**src/logic/ooo_pkg.sv**
```systemverilog
package ooo_pkg;

    typedef logic [31:0] rv32i_word;
    typedef logic [4:0]  rv32i_reg;
    typedef logic [2:0]  alu_op_t;

    // Register-register operations
    localparam alu_op_t OP_ADD  = 3'd0;
    localparam alu_op_t OP_SUB  = 3'd1;
    localparam alu_op_t OP_AND  = 3'd2;
    localparam alu_op_t OP_OR   = 3'd3;
    localparam alu_op_t OP_XOR  = 3'd4;
    localparam alu_op_t OP_SLT  = 3'd5;
    // Immediate forms ignore rs2 and OP_LI also ignores rs1
    localparam alu_op_t OP_ADDI = 3'd6;
    localparam alu_op_t OP_LI   = 3'd7;

    // Result rule of the ALU
    function automatic rv32i_word alu_eval(
        input alu_op_t   op,
        input rv32i_word a,
        input rv32i_word b,
        input rv32i_word imm
    );
        case (op)
            OP_ADD:  return a + b;
            OP_SUB:  return a - b;
            OP_AND:  return a & b;
            OP_OR:   return a | b;
            OP_XOR:  return a ^ b;
            OP_SLT:  return {31'b0, $signed(a) < $signed(b)};
            OP_ADDI: return a + imm;
            OP_LI:   return imm;
            default: return '0;
        endcase
    endfunction

endpackage : ooo_pkg
```
**src/logic/ooo_core.sv**
```systemverilog
`timescale 1ns/1ps

module ooo_core #(
    parameter int rob_entries = 8,
    parameter int rs_entries  = 4
) (
    input  logic               clk,
    input  logic               reset,
    input  logic               flush,
    input  logic               issue,
    input  ooo_pkg::alu_op_t   op,
    input  ooo_pkg::rv32i_reg  rd,
    input  ooo_pkg::rv32i_reg  rs1,
    input  ooo_pkg::rv32i_reg  rs2,
    input  ooo_pkg::rv32i_word imm,
    output logic               full,
    output logic               commit,
    output ooo_pkg::rv32i_reg  commit_rd,
    output ooo_pkg::rv32i_word commit_value
);

    import ooo_pkg::*;

    localparam int tag_w = $clog2(rob_entries);

    logic             rs1_busy, rs2_busy;
    logic [tag_w-1:0] rs1_tag, rs2_tag;
    logic             look1_done, look2_done;
    rv32i_word        look1_value, look2_value;
    rv32i_word        rdata1, rdata2;
    logic [tag_w-1:0] alloc_tag;
    logic [tag_w-1:0] commit_tag;
    logic             rob_full, rs_full;

    logic             src1_ready, src2_ready;
    rv32i_word        src1_value, src2_value;

    logic             issue_valid;
    alu_op_t          issue_op;
    rv32i_word        issue_a, issue_b, issue_imm;
    logic [tag_w-1:0] issue_tag;

    logic             cdb_valid;
    logic [tag_w-1:0] cdb_tag;
    rv32i_word        cdb_value;

    assign full = rob_full | rs_full;

    // Operands at dispatch come from the regfile, a finished ROB entry or the bus
    assign src1_ready = (op == OP_LI) || !rs1_busy || look1_done
                        || (cdb_valid && cdb_tag == rs1_tag);
    assign src2_ready = (op == OP_LI) || (op == OP_ADDI) || !rs2_busy || look2_done
                        || (cdb_valid && cdb_tag == rs2_tag);
    assign src1_value = !rs1_busy ? rdata1 : (look1_done ? look1_value : cdb_value);
    assign src2_value = !rs2_busy ? rdata2 : (look2_done ? look2_value : cdb_value);

    rename_table #(.rob_entries(rob_entries)) u_rename (
        .clk(clk), .reset(reset), .flush(flush),
        .alloc(issue && rd != '0), .alloc_rd(rd), .alloc_tag(alloc_tag),
        .commit(commit), .commit_rd(commit_rd), .commit_tag(commit_tag),
        .rs1(rs1), .rs2(rs2),
        .rs1_busy(rs1_busy), .rs1_tag(rs1_tag),
        .rs2_busy(rs2_busy), .rs2_tag(rs2_tag)
    );

    reservation_station #(.rob_entries(rob_entries), .rs_entries(rs_entries)) u_rs (
        .clk(clk), .reset(reset), .flush(flush),
        .alloc(issue), .op(op), .imm(imm), .rob_tag(alloc_tag),
        .src1_ready(src1_ready), .src1_value(src1_value), .src1_tag(rs1_tag),
        .src2_ready(src2_ready), .src2_value(src2_value), .src2_tag(rs2_tag),
        .cdb_valid(cdb_valid), .cdb_tag(cdb_tag), .cdb_value(cdb_value),
        .full(rs_full), .issue_valid(issue_valid), .issue_op(issue_op),
        .issue_a(issue_a), .issue_b(issue_b), .issue_imm(issue_imm),
        .issue_tag(issue_tag)
    );

    alu_unit #(.rob_entries(rob_entries)) u_alu (
        .clk(clk), .reset(reset), .flush(flush),
        .issue_valid(issue_valid), .issue_op(issue_op),
        .issue_a(issue_a), .issue_b(issue_b), .issue_imm(issue_imm),
        .issue_tag(issue_tag),
        .cdb_valid(cdb_valid), .cdb_tag(cdb_tag), .cdb_value(cdb_value)
    );

    ro_buffer #(.rob_entries(rob_entries)) u_rob (
        .clk(clk), .reset(reset), .flush(flush),
        .alloc(issue), .alloc_rd(rd),
        .cdb_valid(cdb_valid), .cdb_tag(cdb_tag), .cdb_value(cdb_value),
        .look1_tag(rs1_tag), .look2_tag(rs2_tag),
        .alloc_tag(alloc_tag), .full(rob_full),
        .look1_done(look1_done), .look1_value(look1_value),
        .look2_done(look2_done), .look2_value(look2_value),
        .commit(commit), .commit_rd(commit_rd),
        .commit_value(commit_value), .commit_tag(commit_tag)
    );

    regfile u_regfile (
        .clk(clk), .reset(reset),
        .we(commit), .waddr(commit_rd), .wdata(commit_value),
        .raddr1(rs1), .raddr2(rs2),
        .rdata1(rdata1), .rdata2(rdata2)
    );

endmodule : ooo_core

```
**src/logic/regfile.sv**
```systemverilog
`timescale 1ns/1ps

module regfile (
    input  logic               clk,
    input  logic               reset,
    input  logic               we,
    input  ooo_pkg::rv32i_reg  waddr,
    input  ooo_pkg::rv32i_word wdata,
    input  ooo_pkg::rv32i_reg  raddr1,
    input  ooo_pkg::rv32i_reg  raddr2,
    output ooo_pkg::rv32i_word rdata1,
    output ooo_pkg::rv32i_word rdata2
);

    import ooo_pkg::*;

    // x0 has no storage
    rv32i_word regs [31:1];

    always_ff @(posedge clk) begin
        if (reset) begin
            for (int i = 1; i < 32; i++)
                regs[i] <= '0;
        end else if (we && waddr != '0) begin
            regs[waddr] <= wdata;
        end
    end

    assign rdata1 = (raddr1 == '0) ? '0 : regs[raddr1];
    assign rdata2 = (raddr2 == '0) ? '0 : regs[raddr2];

endmodule : regfile

```
**src/logic/alu_unit.sv**
```systemverilog
`timescale 1ns/1ps

module alu_unit #(
    parameter int rob_entries = 8
) (
    input  logic                           clk,
    input  logic                           reset,
    input  logic                           flush,
    input  logic                           issue_valid,
    input  ooo_pkg::alu_op_t               issue_op,
    input  ooo_pkg::rv32i_word             issue_a,
    input  ooo_pkg::rv32i_word             issue_b,
    input  ooo_pkg::rv32i_word             issue_imm,
    input  logic [$clog2(rob_entries)-1:0] issue_tag,
    output logic                           cdb_valid,
    output logic [$clog2(rob_entries)-1:0] cdb_tag,
    output ooo_pkg::rv32i_word             cdb_value
);

    import ooo_pkg::*;

    // One-cycle pulse per issued op that a flush drops
    always_ff @(posedge clk) begin
        if (reset || flush)
            cdb_valid <= 1'b0;
        else
            cdb_valid <= issue_valid;
    end

    always_ff @(posedge clk) begin
        if (issue_valid) begin
            cdb_tag   <= issue_tag;
            cdb_value <= alu_eval(issue_op, issue_a, issue_b, issue_imm);
        end
    end

endmodule : alu_unit

```
**src/logic/reservation_station.sv**
```systemverilog
`timescale 1ns/1ps

module reservation_station #(
    parameter int rob_entries = 8,
    parameter int rs_entries  = 4
) (
    input  logic                           clk,
    input  logic                           reset,
    input  logic                           flush,
    input  logic                           alloc,
    input  ooo_pkg::alu_op_t               op,
    input  ooo_pkg::rv32i_word             imm,
    input  logic [$clog2(rob_entries)-1:0] rob_tag,
    input  logic                           src1_ready,
    input  ooo_pkg::rv32i_word             src1_value,
    input  logic [$clog2(rob_entries)-1:0] src1_tag,
    input  logic                           src2_ready,
    input  ooo_pkg::rv32i_word             src2_value,
    input  logic [$clog2(rob_entries)-1:0] src2_tag,
    input  logic                           cdb_valid,
    input  logic [$clog2(rob_entries)-1:0] cdb_tag,
    input  ooo_pkg::rv32i_word             cdb_value,
    output logic                           full,
    output logic                           issue_valid,
    output ooo_pkg::alu_op_t               issue_op,
    output ooo_pkg::rv32i_word             issue_a,
    output ooo_pkg::rv32i_word             issue_b,
    output ooo_pkg::rv32i_word             issue_imm,
    output logic [$clog2(rob_entries)-1:0] issue_tag
);

    import ooo_pkg::*;

    localparam int tag_w = $clog2(rob_entries);
    localparam int idx_w = $clog2(rs_entries);

    logic [rs_entries-1:0] valid_q;
    logic [rs_entries-1:0] rdy1_q;
    logic [rs_entries-1:0] rdy2_q;
    alu_op_t               op_q   [rs_entries];
    rv32i_word             imm_q  [rs_entries];
    rv32i_word             val1_q [rs_entries];
    rv32i_word             val2_q [rs_entries];
    logic [tag_w-1:0]      tag_q  [rs_entries];
    logic [tag_w-1:0]      tag1_q [rs_entries];
    logic [tag_w-1:0]      tag2_q [rs_entries];

    logic [idx_w-1:0] free_idx;
    logic [idx_w-1:0] issue_idx;

    // Top-down scan leaves the lowest free and the lowest ready slot
    always_comb begin
        free_idx    = '0;
        issue_idx   = '0;
        issue_valid = 1'b0;
        for (int i = rs_entries - 1; i >= 0; i--) begin
            if (!valid_q[i])
                free_idx = idx_w'(i);
            if (valid_q[i] && rdy1_q[i] && rdy2_q[i]) begin
                issue_idx   = idx_w'(i);
                issue_valid = 1'b1;
            end
        end
    end

    assign full      = &valid_q;
    assign issue_op  = op_q[issue_idx];
    assign issue_a   = val1_q[issue_idx];
    assign issue_b   = val2_q[issue_idx];
    assign issue_imm = imm_q[issue_idx];
    assign issue_tag = tag_q[issue_idx];

    always_ff @(posedge clk) begin
        if (reset || flush) begin
            valid_q <= '0;
        end else begin
            if (issue_valid)
                valid_q[issue_idx] <= 1'b0;
            if (alloc)
                valid_q[free_idx] <= 1'b1;
        end
    end

    always_ff @(posedge clk) begin
        // Snoop the bus for waiting operands
        for (int i = 0; i < rs_entries; i++) begin
            if (valid_q[i] && cdb_valid && !rdy1_q[i] && tag1_q[i] == cdb_tag) begin
                rdy1_q[i] <= 1'b1;
                val1_q[i] <= cdb_value;
            end
            if (valid_q[i] && cdb_valid && !rdy2_q[i] && tag2_q[i] == cdb_tag) begin
                rdy2_q[i] <= 1'b1;
                val2_q[i] <= cdb_value;
            end
        end
        if (alloc) begin
            op_q[free_idx]   <= op;
            imm_q[free_idx]  <= imm;
            tag_q[free_idx]  <= rob_tag;
            rdy1_q[free_idx] <= src1_ready;
            val1_q[free_idx] <= src1_value;
            tag1_q[free_idx] <= src1_tag;
            rdy2_q[free_idx] <= src2_ready;
            val2_q[free_idx] <= src2_value;
            tag2_q[free_idx] <= src2_tag;
        end
    end

    // Issued op is complete, and its own result is not already on the bus
    a_issue_ready: assert property (@(posedge clk) disable iff (reset)
        issue_valid |-> rdy1_q[issue_idx] && rdy2_q[issue_idx]
                        && !(cdb_valid && cdb_tag == issue_tag))
        else $error("reservation_station: bad issue of tag %0d", issue_tag);

    // A full station would overwrite slot 0
    a_no_alloc_full: assert property (@(posedge clk) disable iff (reset)
        alloc |-> !full)
        else $error("reservation_station: dispatch while full");

endmodule : reservation_station

```
**src/logic/ro_buffer.sv**
```systemverilog
`timescale 1ns/1ps

module ro_buffer #(
    parameter int rob_entries = 8
) (
    input  logic                           clk,
    input  logic                           reset,
    input  logic                           flush,
    input  logic                           alloc,
    input  ooo_pkg::rv32i_reg              alloc_rd,
    input  logic                           cdb_valid,
    input  logic [$clog2(rob_entries)-1:0] cdb_tag,
    input  ooo_pkg::rv32i_word             cdb_value,
    input  logic [$clog2(rob_entries)-1:0] look1_tag,
    input  logic [$clog2(rob_entries)-1:0] look2_tag,
    output logic [$clog2(rob_entries)-1:0] alloc_tag,
    output logic                           full,
    output logic                           look1_done,
    output ooo_pkg::rv32i_word             look1_value,
    output logic                           look2_done,
    output ooo_pkg::rv32i_word             look2_value,
    output logic                           commit,
    output ooo_pkg::rv32i_reg              commit_rd,
    output ooo_pkg::rv32i_word             commit_value,
    output logic [$clog2(rob_entries)-1:0] commit_tag
);

    import ooo_pkg::*;

    localparam int tag_w = $clog2(rob_entries);

    rv32i_reg              rd_q    [rob_entries];
    rv32i_word             value_q [rob_entries];
    logic [rob_entries-1:0] done_q;

    logic [tag_w-1:0] head;
    logic [tag_w-1:0] tail;
    logic [tag_w:0]   count;
    logic             head_commit;
    logic [tag_w-1:0] cdb_off;

    assign alloc_tag   = tail;
    assign full        = (count == rob_entries);
    assign head_commit = (count != '0) && done_q[head];

    // Operand lookups at dispatch
    assign look1_done  = done_q[look1_tag];
    assign look1_value = value_q[look1_tag];
    assign look2_done  = done_q[look2_tag];
    assign look2_value = value_q[look2_tag];

    always_ff @(posedge clk) begin
        if (reset || flush) begin
            head   <= '0;
            tail   <= '0;
            count  <= '0;
            done_q <= '0;
            commit <= 1'b0;
        end else begin
            commit <= head_commit;
            if (alloc) begin
                tail         <= tail + 1'b1;
                done_q[tail] <= 1'b0;
            end
            if (cdb_valid)
                done_q[cdb_tag] <= 1'b1;
            if (head_commit)
                head <= head + 1'b1;
            // Alloc and commit in one cycle leave the count unchanged
            if (alloc && !head_commit)
                count <= count + 1'b1;
            else if (!alloc && head_commit)
                count <= count - 1'b1;
        end
    end

    always_ff @(posedge clk) begin
        if (alloc)
            rd_q[tail] <= alloc_rd;
        if (cdb_valid)
            value_q[cdb_tag] <= cdb_value;
        if (head_commit) begin
            commit_rd    <= rd_q[head];
            commit_value <= value_q[head];
            commit_tag   <= head;
        end
    end

    // Bus tag distance from the head must fall inside the live window
    assign cdb_off = cdb_tag - head;

    a_no_alloc_full: assert property (@(posedge clk) disable iff (reset)
        alloc |-> !full)
        else $error("ro_buffer: dispatch while full");

    a_cdb_live: assert property (@(posedge clk) disable iff (reset)
        cdb_valid |-> (tag_w + 1)'(cdb_off) < count && !done_q[cdb_tag])
        else $error("ro_buffer: bus tag %0d not pending", cdb_tag);

endmodule : ro_buffer

```
**src/logic/rename_table.sv**
```systemverilog
`timescale 1ns/1ps

module rename_table #(
    parameter int rob_entries = 8
) (
    input  logic                           clk,
    input  logic                           reset,
    input  logic                           flush,
    input  logic                           alloc,
    input  ooo_pkg::rv32i_reg              alloc_rd,
    input  logic [$clog2(rob_entries)-1:0] alloc_tag,
    input  logic                           commit,
    input  ooo_pkg::rv32i_reg              commit_rd,
    input  logic [$clog2(rob_entries)-1:0] commit_tag,
    input  ooo_pkg::rv32i_reg              rs1,
    input  ooo_pkg::rv32i_reg              rs2,
    output logic                           rs1_busy,
    output logic [$clog2(rob_entries)-1:0] rs1_tag,
    output logic                           rs2_busy,
    output logic [$clog2(rob_entries)-1:0] rs2_tag
);

    localparam int tag_w = $clog2(rob_entries);

    logic [31:0]      busy_q;
    logic [tag_w-1:0] tag_q [32];

    always_ff @(posedge clk) begin
        if (reset || flush) begin
            busy_q <= '0;
        end else begin
            // Only the newest writer may release the register
            if (commit && tag_q[commit_rd] == commit_tag)
                busy_q[commit_rd] <= 1'b0;
            // A new allocation comes later and keeps the register busy
            if (alloc)
                busy_q[alloc_rd] <= 1'b1;
        end
    end

    always_ff @(posedge clk) begin
        if (alloc)
            tag_q[alloc_rd] <= alloc_tag;
    end

    assign rs1_busy = busy_q[rs1];
    assign rs1_tag  = tag_q[rs1];
    assign rs2_busy = busy_q[rs2];
    assign rs2_tag  = tag_q[rs2];

    // x0 must never get a producer, otherwise its reads would wait on the ROB
    a_no_alloc_x0: assert property (@(posedge clk) disable iff (reset)
        alloc |-> alloc_rd != '0)
        else $error("rename_table: allocation targets x0");

endmodule : rename_table

```
**config.mk**
```make
export PLATFORM = sky130hd
export DESIGN_NAME = ooo_core
export DESIGN_NICKNAME = d
export VERILOG_FILES = /design/src/logic/ooo_pkg.sv /design/src/logic/ooo_core.sv /design/src/logic/regfile.sv /design/src/logic/alu_unit.sv /design/src/logic/reservation_station.sv /design/src/logic/ro_buffer.sv /design/src/logic/rename_table.sv
export SDC_FILE = /design/constraint.sdc
export NUM_CORES = 2
export LEC_CHECK = 0
export ABC_AREA = 1
export BUFFER_PORTS_ARGS = -buffer_cell sky130_fd_sc_hd__clkbuf_2
export CAP_MARGIN = 10
export CELL_PAD_IN_SITES_DETAIL_PLACEMENT = 1
export CELL_PAD_IN_SITES_GLOBAL_PLACEMENT = 1
export CORE_UTILIZATION = 49
export CTS_CLUSTER_DIAMETER = 120
export DETAILED_ROUTE_END_ITERATION = 8
export PLACE_DENSITY_LB_ADDON = 0.1
export SYNTH_ARGS = -nofsm -noshare
export SYNTH_HDL_FRONTEND = slang
export SYNTH_HIERARCHICAL = 1
export SYNTH_SLANG_ARGS = --single-unit
```
**constraint.sdc**
```tcl
create_clock -name clk -period 5.4 [get_ports clk]
set_clock_uncertainty 0.2 [all_clocks]
set_input_delay 1.08 -clock clk [delete_from_list [all_inputs] [get_ports clk]]
set_output_delay 1.08 -clock clk [all_outputs]
set_load 0.05 [all_outputs]
```
Word-level counts from Yosys, hierarchy flattened
Memories as Yosys holds them, arrays and structs flattened. A register that Yosys moved wholly into a read port is not among the register bits.
Index checks and enable logic that the tools add are counted.

storage, ports and cells
  register bits after elaboration = 99
  RAM bits = 1816
  output and inout bits = 39
  logic and storage cells = 247
  memories = 11

operators by class
  add/subtract/negate cells = 7
  $lt $le $gt $ge = 18
  equal/unequal tests = 21
  mux-type cells = 94
  bitwise operators = 13
  reduce and logical (&&, ||, !) cells = 71

memory list
  name             words  width  read ports  clocked after Yosys merged registers in  write ports  RTL line                   source
  u_regfile.regs   31     32     2           0                                        31           regfile.sv:18              rv32i_word regs [31:1];
  u_rob.value_q    8      32     3           1                                        1            ro_buffer.sv:33            rv32i_word value_q [rob_entries];
  u_rs.imm_q       4      32     1           0                                        1            reservation_station.sv:41  rv32i_word imm_q [rs_entries];
  u_rs.val1_q      4      32     1           0                                        5            reservation_station.sv:42  rv32i_word val1_q [rs_entries];
  u_rs.val2_q      4      32     1           0                                        5            reservation_station.sv:43  rv32i_word val2_q [rs_entries];
  u_rename.tag_q   32     3      3           0                                        1            rename_table.sv:26         logic [tag_w-1:0] tag_q [32];
  5 more memories  n/a    n/a    n/a         n/a                                      n/a          n/a

operator list
  operator                                                    count
  two-way mux 32 bit                                          10
  one-hot mux 32 bit (8 select lines)                         1
  adder 32 bit                                                2
  bitwise AND 32 bit                                          2
  bitwise OR 32 bit                                           2
  two-way mux 1 bit                                           51
  logical AND 1 bit                                           42
  == test 3 bit                                               11
  less-than comparator 32 bit                                 1
  NOT 32 bit                                                  1
  OR reduction 32 bit                                         1
  subtractor 32 bit                                           1
  bitwise XOR 32 bit                                          1
  two-way mux 4 bit                                           7
  less-than comparator 5 x 6 -> 1 bit, second input constant  4
  two-way mux 8 bit                                           3
  less-than comparator 3 x 4 -> 1 bit, second input constant  5
  == test 3 bit, second input constant                        6
  two-way mux 2 bit                                           8
  zero test 1 bit                                             12
  binary-select mux 1 bit (select 5 bit)                      2
  demux 1 bit (select 5 bit)                                  2
  >= comparator 5 x 1 -> 1 bit, second input constant         2
  zero test 5 bit                                             2
  27 further kinds                                            45

Longest topological paths before layout
  depth in word-level cells = 16
  depth in mapped cells = 27
  mapped depth without buffers = 23

Cells and area by module
Netlist, hierarchy kept.

by module, submodules not included
  module               instances  cells each  area an instance (µm²)  sequential area each (µm²)
  regfile              1          7249        56511.7                 30749.5
  reservation_station  1          1756        19438.6                 13212.7
  ro_buffer            1          2069        18338.8                 10470.0
  rename_table         1          1092        7990.2                  3523.4
  alu_unit             1          1278        7722.4                  1071.0
  ooo_core             1          330         1475.2                  0.0

Worst setup path before layout
No wires, ideal clock.

  path type = input to register
  start = input rs2[0]
  end = memory u_rs/val2_q[3][16] (netlist bit), data pin
  setup time = 0.265 ns
  data arrival time = 4.107 ns
  data required time = 4.935 ns
  setup slack = 0.827 ns
  cell stages on the path = 20
  buffers on the path = 7
  path through = clkbuf_1 -> inv_1 -> buf_2 -> clkbuf_1 -> a21oi_1 -> o21ai_0 -> o211ai_1 -> nand3_1 -> a32oi_1 -> buf_4 -> buf_6 -> clkbuf_1 -> o21ai_0 -> a31oi_1 -> inv_2 -> buf_2 -> nor2_1 -> o21ai_1 -> inv_1 -> o21ai_0

RTL lines
  element          RTL line                   source
  start, declared  ooo_core.sv:14             input ooo_pkg::rv32i_reg rs2,
  end, declared    reservation_station.sv:43

Worst setup path after layout
  start = register u_rs.valid_q[1]
  end = register u_alu.cdb_value[30], data pin

between the ends
  word-level cells in the longest chain between the ends = 7
  elaborated cells between the ends (all ways) = 23
  those cells by class = 3 x add/sub; 7 x eq/ne; 3 x mux; 3 x bitwise; 3 x reduce/logical; 4 x memory

ends and longest elaborated chain
  element                                      RTL line                   source
  start, declared                              reservation_station.sv:37  logic [rs_entries-1:0] valid_q;
  start signal, assigned                       reservation_station.sv:75  valid_q <= '0;
  start signal, assigned by index              reservation_station.sv:78  valid_q[issue_idx] <= 1'b0;
  start signal, assigned by index              reservation_station.sv:80  valid_q[free_idx] <= 1'b1;
  logical AND 1 bit * (2 in series)            reservation_station.sv:59  if (valid_q[i] && rdy1_q[i] && rdy2_q[i]) begin
  two-way mux 2 bit * (2 in series)            reservation_station.sv:59
  memory (4 x 3 bit) *                         n/a
  via issue_op[0]                              ooo_core.sv:39             alu_op_t issue_op;
  == test 3 bit, or another cell as far along  n/a
  one-hot mux 32 bit (8 select lines) *        ooo_pkg.sv:25              case (op)
  end signal, assigned                         alu_unit.sv:33             cdb_value <= alu_eval(issue_op, issue_a, issue_b, issue_imm);
  end, declared                                alu_unit.sv:17             output ooo_pkg::rv32i_word cdb_value

The timed path passes the listed nets; every way through them passes the cells marked *.
A chain may end at the register's enable or synchronous reset.

==> out/qor.csv <==
metric,value,unit
post-CTS setup buffers,0,
Post-Synth Adder-Cell Area,0.01535,
Worst-path clk slew,0.06,ns
worst path required time,5.83,ns
post-synthesis sequential area ratio,0.5295,
global route overflow,0,
CTS Hold Bufs,0,
largest family of logic cells by synthesized area,simple AND/OR/NAND/NOR gates,
multiplexer share of the synthesized area,0,
Fill cells,26960,
vias in the first global route,110000,
design internal power,27.23,mW
Cells after Synth,13770,
Synth area leader,edfxtp_1,
post-cts sizing count,0,
Switch Pwr,11.67,mW
DRT iter0 DRCs,13170,
Crit path max-delay family,simple AND/OR/NAND/NOR gates,
Ports,93,
busiest grt layer,met2,
maxcap violations,0,
worst-path fanout max,54,
worst hold path type,in -> reg,
CTS Sinks,1987,
Netlist cell types,51,
VDD IR max,0.4086,mV
Worst Setup Start Kind,flip-flop,
syn avg cell area,8.093,sq um
final setup vio count,0,
largest net degree at the start of global routing,172,
worst-skew pair later-pin latency,0.90,ns
status,completed,
complex-gate fraction of the synthesized area,0.1080,
RSZ-0062 raised after global routing,no,
die width,479.0,um
CTS tree,built,
Worst Path Arrival,5.35,ns
"top cells by count, synth","nand2_1 (3457), nor2_1 (2450), edfxtp_1 (1923), nand3_1 (1472), o21ai_0 (1203)",
Post-synth EDFFs,1923,
first-pass GRT wire length,711000,um
die footprint,229400,sq um
CP cell instances,"nand3_1, nand2_1, inv_6, nand3_1, nand4_1, inv_1, nand3_2, buf_12, a21oi_1, ha_1, a21oi_1, o21ai_0, a21oi_1, nand2_1, nand2_1, nand2_1, nand2_1, nand2_1, nand2_1, nand3_1",
Flop pwr share,0.454,
Total Routing Usage GR,0.4155,
Simple-Gate Fraction of Synth Area,0.2779,
min cycle time layout,4.920,ns
Rows,174,
detailed-route via count,107600,
Remaining DRCs,0,
proportion of layout cells with a drive suffix above 1,0.07320,
Comb pwr share,0.171,
chip height,479.0,um
DPL Wire Length,311100,um
Global Route met2 Usage,0.6701,
Slew Limit Fails,0,
Core ar.,225500,sq um
CTS buffer count,218,
#FFs+latches synth,1987,
DR vias/cell,6.440,
CP bufs+invs,3,
endpoint class of the critical path,flip-flop,
met1 usage,0.5188,
number of detailed-route iterations in the first pass,8,
Yosys warnings,6,
final core occ,0.5450,
port bufs,92,
Final Cycle Share,0.9111,
"slowest stage delay, CP",0.50,ns
Most common cell on crit path,nand2_1,
"Hold Vio Cnt, Final",0,
WS Path Type,reg -> reg,
setup TNS,0,ns
Synth area leaders,"edfxtp_1 (52%), nand2_1 (12%), nor2_1 (8.2%)",
Power Density,316.4,nW/um^2
fmax,203.2,MHz
post-synthesis async set-or-reset flop share,0,
Starting Density,0.4943,
gpl congestion,0.9696,
final hold slack,0.2132,ns
slowest CP cell,dfxtp_1,
Switching Share,0.3001,
clk buf depth,3,
slew at the pin closest to its max-slew limit,1.443,ns
WL final,487600,um
"Top FF cell, synth",edfxtp_1,
initial antenna violation count,16,
Worst slew margin,0.03041,
Layout area overhead,10.28,%
overall power,38.90,mW
met3 usage,0.08807,
H-tree depth,4,
wire per inst,29.18,um
top cell type's share of synthesized area,0.5180,
fin nets,13720,
post-route ant nets,0,
most numerous cell in the Yosys netlist,nand2_1,
Synth Area in XOR/XNOR,0.001493,
mapped cell area,111500,sq um
CTS root buf,clkbuf_16,
Clk pwr share,0.374,
Static Leak,49.24,nW
## power by group through the flow
stage                     Sequential (mW)  Combinational (mW)  Clock (mW)
after floorplan                      17.9                3.74           0
after global placement               17.9                6.22           0
after detailed placement             18.0                6.42           0
after CTS                            17.7                6.48        14.6
after global routing                 17.7                7.08        15.1
final                                17.7                6.67        14.6
## cell type report
| cell class | count | area (sq um) | area share |
|---|---|---|---|
| inverter | 695 | 2658 | 0.02162 |
| multi-input combinational | 10090 | 45510 | 0.3702 |
| timing repair buffer | 534 | 5171 | 0.04207 |
| clock inverter | 130 | 944.7 | 0.007684 |
| sequential | 1987 | 59040 | 0.4803 |
| tap | 2992 | 3744 | 0.03045 |
| antenna | 6 | 15.01 | 0.0001221 |
| clock buffer | 279 | 5849 | 0.04758 |
## metal layers
layer  up-vias  share of wire
li1      45860              -
met1     53730           0.37
met2      6294           0.46
met3      1732           0.10
met4        14          0.061
met5         -        0.00022
## registers in the layout, summed over array words and instances, names as in the netlist, 4 cells and up
register,cells
u_rs/rdy1_q,4
u_rename/busy_q,32
u_rs/valid_q,4
u_rs/val2_q,128
u_regfile/regs,1024
u_rs/op_q,12
u_rob/commit_rd,5
u_rob/done_q,8
u_rs/imm_q,128
u_alu/cdb_value,32
u_rs/tag_q,12
u_rs/val1_q,128
u_rob/count,4
u_rob/commit_value,32
u_rob/rd_q,40
u_rs/rdy2_q,4
u_rename/tag_q,96
u_rob/value_q,256
u_rs/tag1_q,12
u_rs/tag2_q,12
## worst reg2reg max path: cells and delay by family (launching register included)
| kind | cells | cell delay (ns) |
|---|---|---|
| and+or+nand+nor | 12 | 2.05 |
| DFF | 1 | 0.50 |
| AOI/OAI and AO/OA | 4 | 0.90 |
| buffers and inverters | 3 | 0.66 |
| adders and majority gates | 1 | 0.34 |
## cells in the final DEF (no fill, tap or decap), drive strengths merged, types with 21 or more instances in the layout
cell type | netlist | routed
a31oi | 52 | 52
dfxtp | 64 | 64
o221ai | 32 | 32
buf | 552 | 450
inv | 692 | 693
nand2 | 3458 | 3458
o22ai | 28 | 28
o21ai | 1575 | 1575
nand4 | 129 | 129
ha | 132 | 132
conb | 1 | 32
clkinv | 3 | 117
nor3 | 46 | 46
nand3 | 1487 | 1487
a221oi | 21 | 21
a21oi | 518 | 518
edfxtp | 1923 | 1923
o211ai | 44 | 44
clkbuf | 481 | 363
nor2 | 2459 | 2459
## logic make-up after synthesis
logic type      Yosys count
compound gates         2303
xor+xnor                 19
fa+ha+maj               135
buf+inv                1728
flops                  1987
other cells               1
simple gates           7601
## metrics by stage
step           instances  instance area [sq um]  setup slack (ns)
2_1_floorplan      13810                 111600            0.8273
3_3_place_gp       16290                 116000            0.2336
3_5_place_dp       16290                 116000            0.1359
4_1_cts            16700                 122800            0.5092
5_1_grt            16710                 122900            0.2115
6_report           16710                 122900            0.4799
## path summary, 6_finish.rpt
kind                                          start             endpoint  slack, ns  cells after the start
worst min-delay path                         imm[2]     u_rs/imm_q[3][2]       0.21                      1
worst max register to register      u_rs/valid_q[1]  u_alu/cdb_value[30]       0.48                     20
worst min register to register  u_rename/busy_q[13]  u_rename/busy_q[13]       0.29                      2
worst max-delay path                u_rs/valid_q[1]  u_alu/cdb_value[30]       0.48                     20
Power figures use the tool's default switching activity.
